## config.mk

```make
export PLATFORM = sky130hd
export DESIGN_NAME = square_scan
export DESIGN_NICKNAME = d
export VERILOG_FILES = /design/src/logic/vchess_pkg.sv /design/src/logic/square_scan.sv
export SDC_FILE = /design/constraint.sdc
export NUM_CORES = 1
export LEC_CHECK = 0
export BUFFER_PORTS_ARGS = -buffer_cell sky130_fd_sc_hd__buf_2
export CAP_MARGIN = 20
export CORE_AREA = 2 2 207 209
export CTS_BUF_LIST = sky130_fd_sc_hd__clkbuf_4 sky130_fd_sc_hd__clkbuf_8
export CTS_CLUSTER_DIAMETER = 200
export DETAILED_ROUTE_END_ITERATION = 6
export DIE_AREA = 0 0 209 211
export PLACE_DENSITY = 0.5
export SETUP_SLACK_MARGIN = 0.2
export SYNTH_ARGS = -nofsm -noshare
export SYNTH_HDL_FRONTEND = slang
export SYNTH_SLANG_ARGS = --single-unit
```

## constraint.sdc

```tcl
create_clock -name clk -period 27.2 [get_ports clk]
set_input_delay 1.36 -clock clk [delete_from_list [all_inputs] [get_ports clk]]
set_output_delay 1.36 -clock clk [all_outputs]
set_load 0.05 [all_outputs]
```

## src/logic/vchess_pkg.sv

```systemverilog
package vchess_pkg;

   // Square encoding, black flag on top of a 3-bit type
   localparam int PIECE_BITS = 4;
   localparam int BLACK_BIT  = 3;

   localparam int SQUARES       = 64;
   localparam int BOARD_BITS    = SQUARES * PIECE_BITS;
   localparam int MAX_POSITIONS = 128;

   typedef logic [BOARD_BITS-1:0] board_t;
   typedef logic [PIECE_BITS-1:0] piece_t;
   typedef logic [5:0]            square_t; // row*8 + col, row 0 is rank 1
   typedef logic [2:0]            dir_t;
   typedef logic [6:0]            move_index_t;
   typedef logic [7:0]            move_count_t; // Holds 0 to 128
   typedef logic [3:0]            castle_t;
   typedef logic [3:0]            ep_t;

   localparam piece_t EMPTY_POSN = 4'd0;

   // Piece type codes in bits 2..0
   localparam logic [2:0] PIECE_PAWN   = 3'd1;
   localparam logic [2:0] PIECE_KNIGHT = 3'd2;
   localparam logic [2:0] PIECE_BISHOP = 3'd3;
   localparam logic [2:0] PIECE_ROOK   = 3'd4;
   localparam logic [2:0] PIECE_QUEEN  = 3'd5;
   localparam logic [2:0] PIECE_KING   = 3'd6;

   // Castle mask bits
   localparam int CASTLE_WK = 0;
   localparam int CASTLE_WQ = 1;
   localparam int CASTLE_BK = 2;
   localparam int CASTLE_BQ = 3;

   // Rook home squares tied to each castle bit
   localparam square_t ROOK_HOME_WK = 6'd7;
   localparam square_t ROOK_HOME_WQ = 6'd0;
   localparam square_t ROOK_HOME_BK = 6'd63;
   localparam square_t ROOK_HOME_BQ = 6'd56;

   localparam ep_t EP_NONE = 4'hf;

   // Ray directions, rook set first then bishop set
   localparam dir_t DIR_N  = 3'd0; // row+1
   localparam dir_t DIR_E  = 3'd1; // col+1
   localparam dir_t DIR_S  = 3'd2;
   localparam dir_t DIR_W  = 3'd3;
   localparam dir_t DIR_NE = 3'd4;
   localparam dir_t DIR_SE = 3'd5;
   localparam dir_t DIR_SW = 3'd6;
   localparam dir_t DIR_NW = 3'd7;

   localparam square_t LAST_SQUARE = 6'd63;

   // One move RAM word: {ep, castle, side, board}
   localparam int RAM_BITS = BOARD_BITS + 4 + 4 + 1;

endpackage

```

## src/logic/square_scan.sv

```systemverilog
`timescale 1ns/1ps

module square_scan
(
   input  logic                 clk,
   input  logic                 reset,
   input  logic                 board_valid,
   input  vchess_pkg::board_t   board,
   input  logic                 white_to_move,
   input  vchess_pkg::castle_t  castle_mask,
   input  logic                 clear_moves,
   input  logic                 ray_done,
   output logic                 start,
   output vchess_pkg::board_t   board_q,
   output logic                 white_q,
   output vchess_pkg::castle_t  castle_q,
   output logic                 ray_start,
   output vchess_pkg::square_t  from_sq,
   output vchess_pkg::dir_t     ray_dir,
   output logic                 moves_ready
);
   import vchess_pkg::*;

   typedef enum logic [2:0]
   {
      ST_IDLE,
      ST_LATCH,
      ST_SQUARE,
      ST_RAY,
      ST_WAIT_RAY,
      ST_DONE
   } state_t;

   state_t  state;
   square_t sq;
   dir_t    dir;
   dir_t    dir_last;
   piece_t  piece;
   logic    own_piece;
   logic    is_slider;
   dir_t    dir_first;
   dir_t    dir_final;

   assign piece     = board_q[int'(sq) * PIECE_BITS +: PIECE_BITS];
   assign own_piece = (piece != EMPTY_POSN) && (piece[BLACK_BIT] == ~white_q);

   // Direction range per slider type
   always_comb
   begin
      is_slider = 1'b1;
      dir_first = DIR_N;
      dir_final = DIR_NW; // Queen walks all eight
      case (piece[2:0])
         PIECE_ROOK:   dir_final = DIR_W;
         PIECE_BISHOP: dir_first = DIR_NE;
         PIECE_QUEEN:  dir_first = DIR_N;
         default:      is_slider = 1'b0;
      endcase
   end

   // Position is held for the whole scan
   always_ff @(posedge clk)
   begin
      if (state == ST_IDLE && board_valid)
      begin
         board_q  <= board;
         white_q  <= white_to_move;
         castle_q <= castle_mask;
      end
   end

   always_ff @(posedge clk)
   begin
      if (reset)
      begin
         state    <= ST_IDLE;
         sq       <= '0;
         dir      <= '0;
         dir_last <= '0;
      end
      else
      begin
         case (state)
            ST_IDLE:
               if (board_valid)
                  state <= ST_LATCH;
            ST_LATCH:
            begin
               sq    <= '0;
               state <= ST_SQUARE;
            end
            ST_SQUARE:
               if (own_piece && is_slider)
               begin
                  dir      <= dir_first;
                  dir_last <= dir_final;
                  state    <= ST_RAY;
               end
               else if (sq == LAST_SQUARE)
                  state <= ST_DONE;
               else
                  sq <= sq + 6'd1; // Skip in one cycle
            ST_RAY:
               state <= ST_WAIT_RAY;
            ST_WAIT_RAY:
               if (ray_done)
               begin
                  if (dir != dir_last)
                  begin
                     dir   <= dir + 3'd1;
                     state <= ST_RAY;
                  end
                  else if (sq == LAST_SQUARE)
                     state <= ST_DONE;
                  else
                  begin
                     sq    <= sq + 6'd1;
                     state <= ST_SQUARE;
                  end
               end
            ST_DONE:
               if (clear_moves)
                  state <= ST_IDLE;
            default:
               state <= ST_IDLE;
         endcase
      end
   end

   assign start       = (state == ST_LATCH);
   assign ray_start   = (state == ST_RAY);
   assign from_sq     = sq;
   assign ray_dir     = dir;
   assign moves_ready = (state == ST_DONE);

endmodule

```

Word-level counts from Yosys, hierarchy flattened
Cells that the tools add are included. Widths: inputs -> output; s select.

Bits in registers: 276. Input bits: 266. Word-level logic and storage cells: 62.

$add $sub $neg: 2. Eq/ne operators: 19. Shift-type cells: 1. Mux-type cells: 20. Bitwise operators: 1. Reductions and logical operators: 12.

Operator list (number): $shiftx 256x9->4 (1); $mux 3 (12); $mux 6 (4); $pmux 3 s6 (1); $pmux 6 s3 (1); $ne 2x2->1 const B (7); $eq 3x3->1 const B (4); $reduce_and 4->1 (3); $eq 3x2->1 const B (3); $add 6x1->6 const B (1); $eq 6x6->1 const B (1); $pmux 3 s2 (1); $reduce_bool 4->1 (1); $add 3x1->3 const B (1); $eq 3x1->1 const B (1); $logic_and 1x1->1 (3); $logic_not 3->1 (1); $ne 3x3->1 (1); $ne 3x3->1 const B (1); $reduce_bool 3->1 (1); $reduce_or 3->1 (1); $reduce_and 2->1 (1); $reduce_bool 2->1 (1); $eq 1x1->1 (1); other kinds (2) (2).

Depth between registers and ports, before layout
Word-level depth: 7. Depth in mapped cells: 15.

Worst setup path after synthesis
Ideal clock, no wire load.

Path type: input to register. From: in board_valid. To: reg board_q[0], enable pin. Library setup time: 1.613 ns. Data arrival time: 27.425 ns. Data required time: 25.587 ns. Path slack: -1.839 ns. Cell stages on the path: 1. Path buffers: 0. Cell sequence: nor4b_1.

Cells in the longest elaborated chain, start to end: 1.

Ends and longest elaborated chain: start, declared (RTL line square_scan.sv:7) `input logic board_valid,`; $logic_and 1x1->1 (RTL line square_scan.sv:64) `if (state == ST_IDLE && board_valid)`; end signal, assigned (RTL line square_scan.sv:66) `board_q <= board;`; end, declared (RTL line square_scan.sv:14) `output vchess_pkg::board_t board_q,`.

No other way between the ends. A chain may end at the register's enable or synchronous reset.

Final worst setup path
From: reg sq[0] (netlist: from_sq[0]). To: reg sq[2] (netlist: from_sq[2]).

Cells in the longest elaborated chain, start to end: 7. Elaborated cells on any way between the ends: 19. Those cells by class: add/sub (1); eq/ne (6); shift (1); mux (6); reduce/logical (5).

Ends and longest elaborated chain: start, declared (RTL line square_scan.sv:35) `square_t sq;`; start signal, assigned (RTL line square_scan.sv:102) `sq <= sq + 6'd1;`; start signal, assigned (RTL line square_scan.sv:117) `sq <= sq + 6'd1;`; $shiftx 256x9->4 (RTL line square_scan.sv:44) `assign piece = board_q[int'(sq) * PIECE_BITS +: PIECE_BITS];`; $eq 3x3->1 / $eq 3x2->1 (equally long branches) (RTL line square_scan.sv:53) `case (piece[2:0])`; $reduce_or 3->1 (no line); $mux 1 (RTL line square_scan.sv:53); $logic_and 1x1->1 (RTL line square_scan.sv:93) `if (own_piece && is_slider)`; $ne 2x2->1 (no line); $reduce_and 4->1 (no line).

Parallel ways exist; a longest one is shown, timed or not. The select of a mux whose other input is x is not followed.

==> out/qor.txt <==
Placed Area: 14300 sq um
Met3 usage: 5.26%
Clk_lat worst skew: 0.61 ns
Most used routing layer: met2
Leading cell types in the layout, fill and taps excluded: 538 x buf_2, 261 x edfxtp_1, 50 x mux4_2, 50 x clkbuf_8, 21 x nor2_1
CP Data Arrival Time: 4.62 ns
Cell Rows: 75
Final cell count without fillers: 1703
GRT overflow: 0
Hpwl dp: 29200 microns
Min-delay worst type: reg -> reg
Synth warn: 0
Crit Path Category: reg -> reg
Setup bufs post-CTS: 0
Post-synth EDFFs: 261
Nets: 1392
Synth unique cells: 63
TritonCTS Sinks: 275
Register bit total from synthesis: 275
Seq/Total Area, Yosys: 73.0%
Top-level I/O count: 539
Cts repair resizes: 0
Largest net degree at the start of global routing: 137
Initial antenna violation count: 5
Total Wirelength: 38800 microns
Req. time, crit path: 27.70 ns
Met2 Track Usage GR: 28.5%
Starting Density: 26.6%
Via/cell ratio: 4.55
1st-iter DRT viols: 497
FILL cells: 4064
GP Congestion: 0.798
Inserted Clock Buffers: 49
GRT Total Usage: 17.0%
Syn avg cell area: 20.0 sq um
Clock Skews: 0.0357 ns
CP Capture Type: flop
Wire per inst: 22.8 microns
Commonest non-fill, non-tap cell in the layout: buf_2
Tmin final: 4.12 ns
Vias: 7748
Status: finished clean
Peak supply drop: 0.0582 mV
Final hold vios: 0
P&R area growth vs syn: 37.8%
First-pass detailed-route iteration total: 4
Largest area contributor in the netlist: edfxtp_1
Final period utilization: 15.1%
Routed Antenna Nets: 0
Leakage: 0.00606 uW
Top FF cell, synth: edfxtp_1
Clk slew on worst S/H paths: 0.06 ns
Syn nets: 824
Multi-input logic area: 2710 sq um
Clk buf depth: 3
Worst Tran Pin Value: 0.941 ns
CTS tree: yes
Slew Viols, Final: 0
Placed cells: 1612
RSZ-0062 raised after global routing: no
FF/Latch Area: 8130 sq um
Post-Syn Area: 11100 sq um
Ys async rst share: 0%
Synthesized instance count: 556
Met1 Usage GRT: 20.4%
Top cells by area in the synthesized netlist: edfxtp_1 71%, mux4_2 10%, mux4_1 2.6%
Die Wd: 209 microns
Residual DRC count: 0
First-pass GRT wire length: 54400 microns
Pwr/cell area: 112 nW/um^2
Final setup viols: 0
Total of max-cap violations: 0
Max Freq: 243 MHz
Maximum net fanout on the critical path: 38
Hold-fix buffer count after cts: 0
H-tree levels: 2
Share of the synthesized area in the top cell type: 70.5%
Core Region: 41800 sq um
Slew headroom: 37.2%
IO Port Bufs: 538
Final Cell Area: 15300 sq um
CTS root buf: clkbuf_8
Final setup TNS: 0 ns
Chip height: 211 microns
CP Launch Type: flop
Vias in the first global route: 8305
Share of post-route cells with drive strength above 1: 60.1%
Die area: 44100 sq um
[metrics by stage]
stage / worst slack [ns] / utilization [%] / power (uW) / hold WS [ns]
final: 23.08 / 36.7 / 1720 / 0.519
after global routing: 22.72 / 36.7 / 1790 / 0.528
after CTS: 22.97 / 36.7 / 1740 / 0.512
after detailed placement: 22.99 / 34.3 / 1330 / 0.500
after global placement: 23.05 / 34.3 / 1330 / 0.482
after floorplan: 10.74 / - / 1200 / 0.455
[final timing paths]
check	startpoint	to	slack, ns	cells past startpoint
hold reg to reg	dir_last[1]	dir_last[1]	0.52	2
setup reg to reg	from_sq[0]	from_sq[2]	23.08	10
hold / removal	dir_last[1]	dir_last[1]	0.52	2
setup / recovery	from_sq[0]	from_sq[2]	23.08	10
[cells by family (layout without fill, tap and decap cells)]
family          count (synthesis)  in the layout  synth area share, %
other cells                     0              4                    0
simple gates                   88             88                 4.54
buf+inv                        35            639                 2.74
mux                            79             79                 14.4
flops                         275            275                 73.0
compound gates                 76             76                 5.02
xor+xnor                        1              1               0.0788
fa+ha+maj                       2              2                0.225
[state kept, by name (all words and copies together), names as in the netlist]
name and count:
white_q 1, ray_dir 3, state 3, from_sq 6, castle_q 4, dir_last 2
board_q 256
[cells in the mapped netlist, types with 3 or more instances]
cell and count:
edfxtp_1 261, mux4_2 50, nor2_1 21, mux2i_1 18, a21oi_1 14, dfxtp_1 14, nand2_1 14, o21ai_0 13
a22oi_1 12, mux4_1 11, buf_6 8, clkbuf_8 8, nor2b_1 8, nand3_1 7, and3_1 6, buf_2 6
a221oi_1 4, a31oi_1 4, clkbuf_1 4, inv_1 4, nor3_1 4, o22ai_1 4, nand2b_1 3, nand3b_1 3
nor4_1 3, o21ai_2 3
[per-layer routing]
metal  vias to the layer above  wire length (microns)
met1                      3848                  15400
li1                       3469                      -
met4                         2                   1120
met5                         -                     13
met2                       368                  19200
met3                        61                   3080
[worst max-delay path, cell delays in order, from the launching register on]
cell	delay, ns
dfxtp_4	0.89
buf_4	0.49
mux4_2	0.55
a22o_1	0.23
a221oi_1	0.30
nor3_1	0.14
nor4_4	0.38
nor3_4	0.10
o211ai_2	0.51
o211ai_2	0.15
a31o_1	0.24
[area by class of cell]
cell class	instances	share of cell area [%]
Antenna cell	4	0.0654
Clock buffer	66	5.28
Clock inverter	21	1.27
Inverter	4	0.0980
Multi-Input combinational cell	246	17.7
Sequential cell	275	53.1
Tap cell	539	4.40
Timing Repair Buffer	548	18.2
[where the power goes]
| group | internal (uW) | switching [uW] | total, uW |
|---|---|---|---|
| combinational | 141 | 501 | 642 |
| sequential | 607 | 67.9 | 675 |
| clock | 230 | 174 | 404 |
Note: power is estimated with default switching activity, not from simulation.
