--- config.mk ---
export PLATFORM = sky130hd
export DESIGN_NAME = ray_walker
export DESIGN_NICKNAME = d
export VERILOG_FILES = /design/src/logic/vchess_pkg.sv /design/src/logic/ray_walker.sv
export SDC_FILE = /design/constraint.sdc
export NUM_CORES = 1
export LEC_CHECK = 0
export BUFFER_PORTS_ARGS = -buffer_cell sky130_fd_sc_hd__buf_2
export CAP_MARGIN = 10
export CORE_ASPECT_RATIO = 1.5
export CORE_MARGIN = 2
export CORE_UTILIZATION = 27
export CTS_CLUSTER_DIAMETER = 50
export DETAILED_ROUTE_END_ITERATION = 12
export PLACE_DENSITY = 0.65
export RECOVER_POWER = 100
export SLEW_MARGIN = 20
export SYNTH_ARGS = -nofsm -noshare
export SYNTH_HDL_FRONTEND = slang
export SYNTH_SLANG_ARGS = --single-unit
--- constraint.sdc ---
create_clock -name clk -period 7.8 [get_ports clk]
set_input_delay 1.95 -clock clk [delete_from_list [all_inputs] [get_ports clk]]
set_output_delay 1.95 -clock clk [all_outputs]
set_load 0.02 [all_outputs]
--- src/logic/vchess_pkg.sv ---
package vchess_pkg;

   // Square encoding, black flag on top of a 3-bit type
   localparam int PIECE_BITS = 4;
   localparam int BLACK_BIT  = 3;

   localparam int SQUARES       = 64;
   localparam int BOARD_BITS    = SQUARES * PIECE_BITS;
   localparam int MAX_POSITIONS = 128;

   typedef logic [BOARD_BITS-1:0] board_t;
   typedef logic [PIECE_BITS-1:0] piece_t;
   typedef logic [5:0]            square_t; // row*8 + col, row 0 is rank 1
   typedef logic [2:0]            dir_t;
   typedef logic [6:0]            move_index_t;
   typedef logic [7:0]            move_count_t; // Holds 0 to 128
   typedef logic [3:0]            castle_t;
   typedef logic [3:0]            ep_t;

   localparam piece_t EMPTY_POSN = 4'd0;

   // Piece type codes in bits 2..0
   localparam logic [2:0] PIECE_PAWN   = 3'd1;
   localparam logic [2:0] PIECE_KNIGHT = 3'd2;
   localparam logic [2:0] PIECE_BISHOP = 3'd3;
   localparam logic [2:0] PIECE_ROOK   = 3'd4;
   localparam logic [2:0] PIECE_QUEEN  = 3'd5;
   localparam logic [2:0] PIECE_KING   = 3'd6;

   // Castle mask bits
   localparam int CASTLE_WK = 0;
   localparam int CASTLE_WQ = 1;
   localparam int CASTLE_BK = 2;
   localparam int CASTLE_BQ = 3;

   // Rook home squares tied to each castle bit
   localparam square_t ROOK_HOME_WK = 6'd7;
   localparam square_t ROOK_HOME_WQ = 6'd0;
   localparam square_t ROOK_HOME_BK = 6'd63;
   localparam square_t ROOK_HOME_BQ = 6'd56;

   localparam ep_t EP_NONE = 4'hf;

   // Ray directions, rook set first then bishop set
   localparam dir_t DIR_N  = 3'd0; // row+1
   localparam dir_t DIR_E  = 3'd1; // col+1
   localparam dir_t DIR_S  = 3'd2;
   localparam dir_t DIR_W  = 3'd3;
   localparam dir_t DIR_NE = 3'd4;
   localparam dir_t DIR_SE = 3'd5;
   localparam dir_t DIR_SW = 3'd6;
   localparam dir_t DIR_NW = 3'd7;

   localparam square_t LAST_SQUARE = 6'd63;

   // One move RAM word: {ep, castle, side, board}
   localparam int RAM_BITS = BOARD_BITS + 4 + 4 + 1;

endpackage

--- src/logic/ray_walker.sv ---
`timescale 1ns/1ps

module ray_walker
(
   input  logic                 clk,
   input  logic                 reset,
   input  logic                 ray_start,
   input  vchess_pkg::square_t  from_sq,
   input  vchess_pkg::dir_t     ray_dir,
   input  vchess_pkg::board_t   board_q,
   input  logic                 white_q,
   output logic                 ray_done,
   output logic                 move_valid,
   output vchess_pkg::square_t  from_sq_out,
   output vchess_pkg::square_t  to_sq
);
   import vchess_pkg::*;

   logic       busy;
   logic       hit;       // Capture emitted, ray ends next cycle
   logic [2:0] row;
   logic [2:0] col;
   dir_t       dir;
   logic [3:0] dr;        // Two's complement step
   logic [3:0] dc;
   logic [3:0] nr;
   logic [3:0] nc;
   logic       off_board;
   square_t    target;
   piece_t     target_piece;
   logic       target_empty;
   logic       target_own;
   logic       step;

   always_comb
   begin
      dr = 4'd0;
      dc = 4'd0;
      case (dir)
         DIR_N:  dr = 4'd1;
         DIR_E:  dc = 4'd1;
         DIR_S:  dr = 4'hf;
         DIR_W:  dc = 4'hf;
         DIR_NE:
         begin
            dr = 4'd1;
            dc = 4'd1;
         end
         DIR_SE:
         begin
            dr = 4'hf;
            dc = 4'd1;
         end
         DIR_SW:
         begin
            dr = 4'hf;
            dc = 4'hf;
         end
         default:
         begin
            dr = 4'd1;  // NW
            dc = 4'hf;
         end
      endcase
   end

   // Row 8 or row -1 both set bit 3
   assign nr           = {1'b0, row} + dr;
   assign nc           = {1'b0, col} + dc;
   assign off_board    = nr[3] | nc[3];
   assign target       = {nr[2:0], nc[2:0]};
   assign target_piece = board_q[int'(target) * PIECE_BITS +: PIECE_BITS];
   assign target_empty = (target_piece == EMPTY_POSN);
   assign target_own   = (target_piece[BLACK_BIT] == ~white_q);
   assign step         = busy && !hit && !off_board && (target_empty || !target_own);

   always_ff @(posedge clk)
   begin
      if (reset)
      begin
         busy       <= 1'b0;
         hit        <= 1'b0;
         ray_done   <= 1'b0;
         move_valid <= 1'b0;
      end
      else
      begin
         ray_done   <= 1'b0;
         move_valid <= step;
         if (ray_start)
         begin
            busy <= 1'b1;
            hit  <= 1'b0;
         end
         else if (step)
            hit <= !target_empty;
         else if (busy)
         begin
            busy     <= 1'b0; // Edge, own piece or after a capture
            ray_done <= 1'b1;
         end
      end
   end

   always_ff @(posedge clk)
   begin
      if (ray_start)
      begin
         row         <= from_sq[5:3];
         col         <= from_sq[2:0];
         dir         <= ray_dir;
         from_sq_out <= from_sq;
      end
      else if (step)
      begin
         row   <= nr[2:0];
         col   <= nc[2:0];
         to_sq <= target;
      end
   end

endmodule

-- Word level (Yosys, flattened, before mapping)
Index checks and enable logic that the tools add are counted.
- bits of input ports: 269
- output and inout bits: 14
- flip-flop bits (word level): 25
- bitwise gates (word level): 3
- equal/unequal tests: 8
- shift-type cells: 1
- reduce and logical (&&, ||, !) cells: 18
- add/sub/neg operators: 2
- muxes and demuxes: 9
- operator list (cell ; count):
    $shiftx A256 B9 Y4 ; 1
    $pmux W4 S2 ; 2
    $mux W3 ; 4
    $eq A3 B3 Y1 const B ; 3
    $reduce_or A3 Y1 ; 3
    $add A3 B4 Y4 ; 2
    $eq A3 B2 Y1 const B ; 2
    $reduce_or A2 Y1 ; 3
    $logic_not A1 Y1 ; 4
    $logic_not A4 Y1 ; 1
    $eq A3 B1 Y1 const B ; 1
    $logic_and A1 B1 Y1 ; 3
    $logic_not A3 Y1 ; 1
    $mux W1 ; 3
    $ne A2 B2 Y1 const B ; 1
    $not A1 Y1 ; 2
    $reduce_and A2 Y1 ; 1
    $reduce_bool A2 Y1 ; 1
    $eq A1 B1 Y1 ; 1
    $logic_or A1 B1 Y1 ; 1
    $or A1 B1 Y1 ; 1

-- Depth between registers and ports, before layout
Gate-level depths: netlist (run 1).
- depth in word-level cells: 11
- mapped depth: 17
- gate-level depth less buffers: 12

-- Worst setup path before layout (run 1)
No wires, ideal clock.
- path type: in2reg
- start: input board_q[4]
- end: register to_sq[0] (enable)
- library setup time: 379 ps
- data required time: 7421 ps
- path slack: 3543 ps
- cell stages on the path: 8
- data arrival time: 3878 ps
- path through: nor3_1 -> o22a_1 -> a31oi_1 -> o31a_1 -> o32ai_1 -> o311ai_0 -> o21ba_1 -> a211oi_1
- longest elaborated chain between the ends: 5
- RTL lines (what ; RTL line ; text):
    from (decl) ; ray_walker.sv:10 ; input vchess_pkg::board_t board_q,
    $shiftx A256 B9 Y4 ; ray_walker.sv:72 ; assign target_piece = board_q[int'(target) * PIECE_BITS +: PIECE_BITS];
    $logic_not A4 Y1 ; ray_walker.sv:73 ; assign target_empty = (target_piece == EMPTY_POSN);
    $logic_or A1 B1 Y1 ; ray_walker.sv:75 ; assign step = busy && !hit && !off_board && (target_empty || !target_own);
    $logic_and A1 B1 Y1 ; ray_walker.sv:75 ;
    $reduce_and A2 Y1 (no source line) ; -- ;
    to (signal assigned) ; ray_walker.sv:118 ; to_sq <= target;
    to (decl) ; ray_walker.sv:15 ; output vchess_pkg::square_t to_sq
No other way between the ends.
A chain may end at the register's enable or synchronous reset.

-- Worst setup path after layout (run 1)
- start: register dir[0]
- end: register to_sq[5] (enable)
- longest elaborated chain between the ends: 10
- elaborated cells on any way between the ends: 25
- classes of those cells: add/sub (2); eq/ne (7); shift (1); mux (2); bitwise (1); reduce/logical (12)
- RTL lines (what ; RTL line ; text):
    from (decl) ; ray_walker.sv:23 ; dir_t dir;
    from (signal assigned) ; ray_walker.sv:111 ; dir <= ray_dir;
    $eq A3 B3 Y1, or another cell as far along ; ray_walker.sv:39 ; case (dir)
    $reduce_or A3 Y1 (no source line) / $reduce_or A2 Y1 (equally long branches) ; -- ;
    $pmux W4 S2 * ; ray_walker.sv:39 ;
    $add A3 B4 Y4 * ; ray_walker.sv:69 ; assign nc = {1'b0, col} + dc;
    named net nc[2] ; ray_walker.sv:27 ; logic [3:0] nc;
    $shiftx A256 B9 Y4 * ; ray_walker.sv:72 ;
    $eq A1 B1 Y1 ; ray_walker.sv:74 ; assign target_own = (target_piece[BLACK_BIT] == ~white_q);
    $logic_not A1 Y1 ; ray_walker.sv:75 ;
    $logic_or A1 B1 Y1 * ; ray_walker.sv:75 ;
    $logic_and A1 B1 Y1 * ; ray_walker.sv:75 ;
    $reduce_and A2 Y1 (no source line) * ; -- ;
Mark *: on every way through the listed nets, which the timed path passes. The rest lies on a longest branch.

==> summary.md, run 1 <==
| Metric | Value |
|---|---|
| Ant diodes | `0` |
| Power after layout | `about 1.8 mW` |
| CTS Buf Count | `3` |
| Post-CTS Setup Repair Bufs | `0` |
| Post-Syn Instances | `317` |
| Fin. Hold Viols | `0` |
| Nets | `~860` |
| Worst-skew pair later-pin latency | `0.26 ns` |
| Antenna violations before repair | `0` |
| Slew Viols, Final | `0` |
| Pin count of the biggest net entering global routing | `62` |
| GRT Overall Usage | `23.2%` |
| Data arrival time of the worst path | `5.49 ns` |
| Routability cong. | `roughly 0.86` |
| Crit end category | `register` |
| Die H | `135 µm` |
| Compound-Gate Fraction of Synth Area | `a little under a fifth` |
| Worst Clk Skew | `0.00460 ns` |
| Initial DRC Count | `176` |
| Hold Path Class | `reg -> reg` |
| Root Buffer | `clkbuf_16` |
| H-tree depth | `1` |
| # setup viols final | `0` |
| Number of hold buffers added after CTS | `0` |
| Power Dens Cells | `approximately 400 nW/µm²` |
| Layout cell share with drive strength beyond 1 | `53.6%` |
| RSZ-0062 raised after global routing | `false` |
| DP Worst Slack | `2.19 ns` |
| Drt first pass iters | `4` |
| Least-Margin Pin Slew | `approximately 1.2 ns` |
| Post-synth EDFFs | `21` |
| Largest family of logic cells by synthesized area | `multiplexers` |
| Cells on worst reg2reg path | `11` |
| Netlist Area Pre-Place | `3090 µm²` |
| Vias | `3853` |
| Outcome | `finished clean` |
| Post-Synth Adder-Cell Area | `about 3%` |
| CP Launch Type | `register` |
| Initial Utilization | `27.8%` |
| DP HPWL | `about 13000 µm` |
| Worst Hold Path Cells | `2` |
| Minimum clock period | `~5.6 ns` |
| Multiplexer area fraction after synthesis | `29.0%` |
| Clk slew on worst S/H paths | `0.07 ns` |
| DR DRC count | `0` |
| CTS max path bufs | `2` |
| CTS tree | `yes` |
| Via-per-instance ratio | `5.30` |
| Hold_ws | `0.525 ns` |
| Post-synthesis sequential area ratio | `23.0%` |
| Main synth FF type | `edfxtp_1` |
| Max Cap Viol | `0` |
| Core area | `11100 µm²` |
| Area Overhead vs Synth | `48.9%` |
| Slew headroom | `18.3%` |
| IO Count | `283` |
| VDD IR max | `0.000206 V` |
| Peak Freq | `179 MHz` |
| Vias in the first global route | `a little over 4000` |
| Leading cell type in the layout, fill and taps excluded | `buf_2` |
| CTS Sinks | `25` |
| Setup TNS | `0 ns` |
| Fin crit share | `71.7%` |
| Async SR Flop Fraction | `0%` |
| CTS resizes | `0` |
| Distinct cells, synth | `61` |
| Worst endpoint required time | `7.69 ns` |
| Die area | `about 12000 µm²` |
| Setup CP Type | `reg -> reg` |
| First-pass GRT wire length | `22100 µm` |
| Synth Net Count | `between 500 and 600` |
| Worst-path fanout max | `15` |
| Port bufs | `282` |
| Xor and xnor area share after synthesis | `0.849%` |
| Most frequent cells in the layout | `buf_2, nor2_1, nor3_1, mux4_2` |
| Total grt overflow | `0` |
| Average instance area after synthesis | `9.76 µm²` |
| Yosys warns | `0` |
| Lkg Pwr | `2.10 nW` |
| Setup ws final | `2.20 ns` |
| Die X | `91.4 µm` |
| Post-Route WL | `14700 µm` |
| #FFs+latches synth | `25` |
| Synth Area in Simple Gates | `19.7%` |
| Routed length per placed instance | `20.2 µm` |
| Site Rows | `47` |
| Antenna Violating Nets Remaining | `0` |
==> layer usage <==
metal / vias up / GRT usage [%] / part of all wire (%)
li1: 1819 / - / -
met1: 1806 / 27.1 / 36
met2: 210 / 43.9 / 55
met3: 18 / 3.46 / 7.4
met4: 0 / 5.89 / 1.6
met5: - / 0 / 0
==> area by class of cell <==
class / instances / area, µm²
fill: 1155 / 6510
clock inverter: 1 / 5.00
sequential: 25 / 711
clock buffer: 3 / 75.1
timing repair buffer: 284 / 1400
inverter: 5 / 20.0
multi-input combinational: 262 / 2210
tap: 147 / 184
==> worst paths after layout <==
kind	from	to	slack [ns]
worst min register to register	hit$_SDFFE_PP0P_	hit$_SDFFE_PP0P_	0.53
worst max register to register	dir[0]$_DFFE_PP_	to_sq[5]$_DFFE_PP_	2.20
worst max-delay path	dir[0]$_DFFE_PP_	to_sq[5]$_DFFE_PP_	2.20
worst min-delay path	hit$_SDFFE_PP0P_	hit$_SDFFE_PP0P_	0.53
==> cell families (layout without fill, tap and decap cells) <==
kind of cell	after synthesis	count (layout)
xor+xnor	3	3
fa+ha+maj	7	7
flops	25	25
mux	49	49
buf+inv	30	293
compound gates	78	78
simple gates	125	125
==> sequential cells by signal, summed over array words and instances (netlist names) <==
| name | flops |
|---|---|
| from_sq_out | 6 |
| to_sq | 6 |
| col | 3 |
| dir | 3 |
| row | 3 |
| busy | 1 |
| hit | 1 |
| move_valid | 1 |
| ray_done | 1 |
==> stage by stage <==
step / instances / utilization, % / cell area [µm²]
final: 727 / 41.4 / 4610
after global routing: 727 / 41.4 / 4610
after CTS: 727 / 41.7 / 4630
after detailed placement: 723 / 40.9 / 4550
after global placement: 723 / 40.9 / 4550
after floorplan: 317 / - / 3090
==> cell usage after synthesis, types with 2 or more instances <==
library cell,number,share of area [%]
a211oi_1,16,3.9
a21o_1,2,0.49
a21oi_1,2,0.32
a22oi_1,2,0.49
a31oi_1,4,0.81
buf_2,10,1.6
buf_6,5,1.8
clkbuf_1,7,0.85
dfxtp_1,4,2.6
edfxtp_1,21,20
ha_1,6,2.4
inv_1,3,0.36
mux2_2,4,1.5
mux2i_1,13,4.2
mux4_2,32,23
nand2_1,14,1.7
nand2b_1,3,0.61
nand3_1,4,0.65
nor2_1,47,5.7
nor2b_1,2,0.40
nor3_1,36,5.8
nor4_1,5,1.0
o2111ai_1,3,0.85
o211a_1,4,1.3
o211ai_1,3,0.73
o21a_1,2,0.49
o21ai_0,10,1.6
o22ai_1,9,1.8
o311ai_0,3,0.85
o32ai_1,6,1.7
or2_2,3,0.61
or4b_1,2,0.65
xnor2_1,2,0.57
==> report_power, final <==
group          leakage (nW)  internal [mW]  switching [mW]
logic                  1.83          0.646           0.863
clock network        0.0409         0.0692          0.0468
registers             0.233          0.197          0.0162
==> critical path: stages, from the launching register on <==
cell        delay (ns)
edfxtp_1          0.44
or2_2             0.31
and2_0            0.23
xor2_1            0.20
ha_4              0.19
nor3_1            0.61
or2_0             1.00
clkinvlp_2        0.68
o211ai_1          0.33
o2111ai_1         0.19
o21ba_1           0.27
a211oi_1          0.77
Power figures use the tool's default switching activity.
==> inputs of run 2 (changes only) <==
- clock period: 7.8 -> 5.69 ns (I/O delays scaled with it)
==> run 2 against run 1 <==
Clock skew fell by 0.0015 ns. Worst setup slack got worse by 1.4 ns. Critical path type unchanged. First-iteration DRC count up 57%. Flip-flop and latch count unchanged. Sequential share of layout area fell by 0.058 points. Highest routed layer unchanged. Power is 36% higher. Die area did not move. Via count grew 2.7%. Global-route usage is 0.44 points lower. Final area is 0.38% higher.
==> summary.md, run 2 (synthesized netlist as in run 1, its figures left out) <==
| Metric | Value |
|---|---|
| Outcome | `finished clean` |
| Post-CTS Setup Repair Bufs | `0` |
| Worst Clk Skew | `0.00306 ns` |
| CTS Sinks | `25` |
| Least-Margin Pin Slew | `1.16 ns` |
| Crit end category | `register` |
| Met3 Use GR | `3.18%` |
| Site Rows | `47` |
| Lkg Pwr | `2.12 nW` |
| Leading cell type in the layout, fill and taps excluded | `buf_2` |
| IO Count | `283` |
| Final instance area | `about 4600 µm²` |
| Slew Viols, Final | `0` |
| Core area | `11100 µm²` |
| Worst Hold Path Cells | `2` |
| Routed length per placed instance | `between 20 and 25 µm` |
| Area of the multi-input gates | `2200 µm²` |
| Setup ws final | `slightly above 0.8 ns` |
| Number of hold buffers added after CTS | `0` |
| Antenna violations before repair | `1` |
| Root Buffer | `clkbuf_16` |
| Worst-skew pair later-pin latency | `0.26 ns` |
| Clk slew on worst S/H paths | `0.06 ns` |
| Biggest regs | `from_sq_out: 6 flops, to_sq: 6 flops` |
| Via-per-instance ratio | `5.40` |
| Reg area | `711 µm²` |
| Initial Utilization | `27.8%` |
| DP Cell Count | `727` |
| Most frequent cells in the layout | `buf_2, nor2_1, nor3_1, mux4_2, clkbuf_1` |
| Fin. Hold Viols | `0` |
| Setup CP Type | `reg -> reg` |
| Power Dens Cells | `542 nW/µm²` |
| Critical Path Source | `dir[2]$_DFFE_PP_` |
| Peak Freq | `approximately 210 MHz` |
| CTS resizes | `0` |
| Data arrival time of the worst path | `4.77 ns` |
| DP Worst Slack | `1.08 ns` |
| Worst-path fanout max | `15` |
| Grt peak-use layer | `met2` |
| DP HPWL | `12700 µm` |
| Nets | `861` |
| CTS max path bufs | `2` |
| M2 GR Usage | `41.3%` |
| Final cell count without fillers | `~730` |
| Placed cell areas | `about 4600 µm²` |
| Routability cong. | `0.916` |
| Post-Route WL | `about 15000 µm` |
| Die X | `91.4 µm` |
| Setup TNS | `0 ns` |
| Cells on worst reg2reg path | `11` |
| GRT Overall Usage | `a little under a quarter` |
| Area Overhead vs Synth | `49.5%` |
| Die H | `between 100 and 150 µm` |
| VDD IR max | `0.000273 V` |
| Final Core Density | `41.6%` |
| Die area | `12300 µm²` |
| First-pass GRT wire length | `21600 µm` |
| Minimum clock period | `4.87 ns` |
| Hold Path Class | `reg -> reg` |
| DR DRC count | `0` |
| Hold path start | `hit$_SDFFE_PP0P_` |
| Drt first pass iters | `5` |
| Initial DRC Count | `276` |
| Slew headroom | `22.6%` |
| Pin count of the biggest net entering global routing | `32` |
| Port bufs | `between 200 and 300` |
| Filler Cells Inserted | `around 1100` |
| H-tree depth | `1` |
| CTS Buf Count | `3` |
| Grt met1 use | `around a quarter` |
| CP Launch Type | `register` |
| Antenna Violating Nets Remaining | `0` |
| FF-to-FF Start | `dir[2]$_DFFE_PP_` |
| Vias | `3956` |
| Layout cell share with drive strength beyond 1 | `53.4%` |
| Total grt overflow | `0` |
| Vias in the first global route | `4106` |
| Worst endpoint required time | `5.58 ns` |
| CTS tree | `yes` |
| Max Cap Viol | `0` |
| # setup viols final | `0` |
| Fin crit share | `85.7%` |
| RSZ-0062 raised after global routing | `false` |
[run 2: cell types whose count changed in the layout (fill, tap and decap cells not counted), sizes merged]
| cell | before | now |
|---|---|---|
| clkbuf | 24 | 25 |
| clkinvlp | 1 | 0 |
| diode | 0 | 1 |
| buf | 263 | 267 |
[run 2: power breakdown]
part	internal, mW	switching, mW
registers	0.270	0.0257
logic	0.887	1.17
clock network	0.0959	0.0631
total	1.25	1.26
[run 2: stage by stage]
stage | hold WS (ns) | total power, mW
2_1_floorplan | 0.460 | 1.89
3_3_place_gp | 0.485 | 2.31
3_5_place_dp | 0.519 | 2.36
4_1_cts | 0.536 | 2.53
5_1_grt | 0.577 | 2.70
6_report | 0.562 | 2.51
[run 2: worst max-delay path, cell delays in order (launching register included)]
cell      delay (ns)
edfxtp_1        0.43
or2_2           0.33
and2_0          0.23
xor2_1          0.18
ha_1            0.22
nor3_2          0.31
or2_0           0.90
mux2i_1         0.20
a32o_1          0.33
nor4_4          0.46
o21ba_1         0.22
a211oi_1        0.68
[run 2: worst paths after layout]
path	endpoint	slack [ns]
hold / removal	hit$_SDFFE_PP0P_	0.56
setup / recovery	to_sq[5]$_DFFE_PP_	0.82
setup reg to reg	to_sq[5]$_DFFE_PP_	0.82
hold reg to reg	hit$_SDFFE_PP0P_	0.56
[run 2: metal layers]
metal / routed length (µm) / part of all wire [%]
met5: 0 / 0
met4: 592 / 4.0
met3: 1050 / 7.2
met2: 7620 / 52
met1: 5470 / 37
[run 2: cell type report]
type / instances / share of cell area, %
flip-flops and latches: 25 / 15.4
multi-input cells: 262 / 47.6
well taps: 147 / 3.98
clock buffers: 4 / 1.70
inverters: 5 / 0.433
repair buffers: 288 / 30.8
diodes: 1 / 0.0541
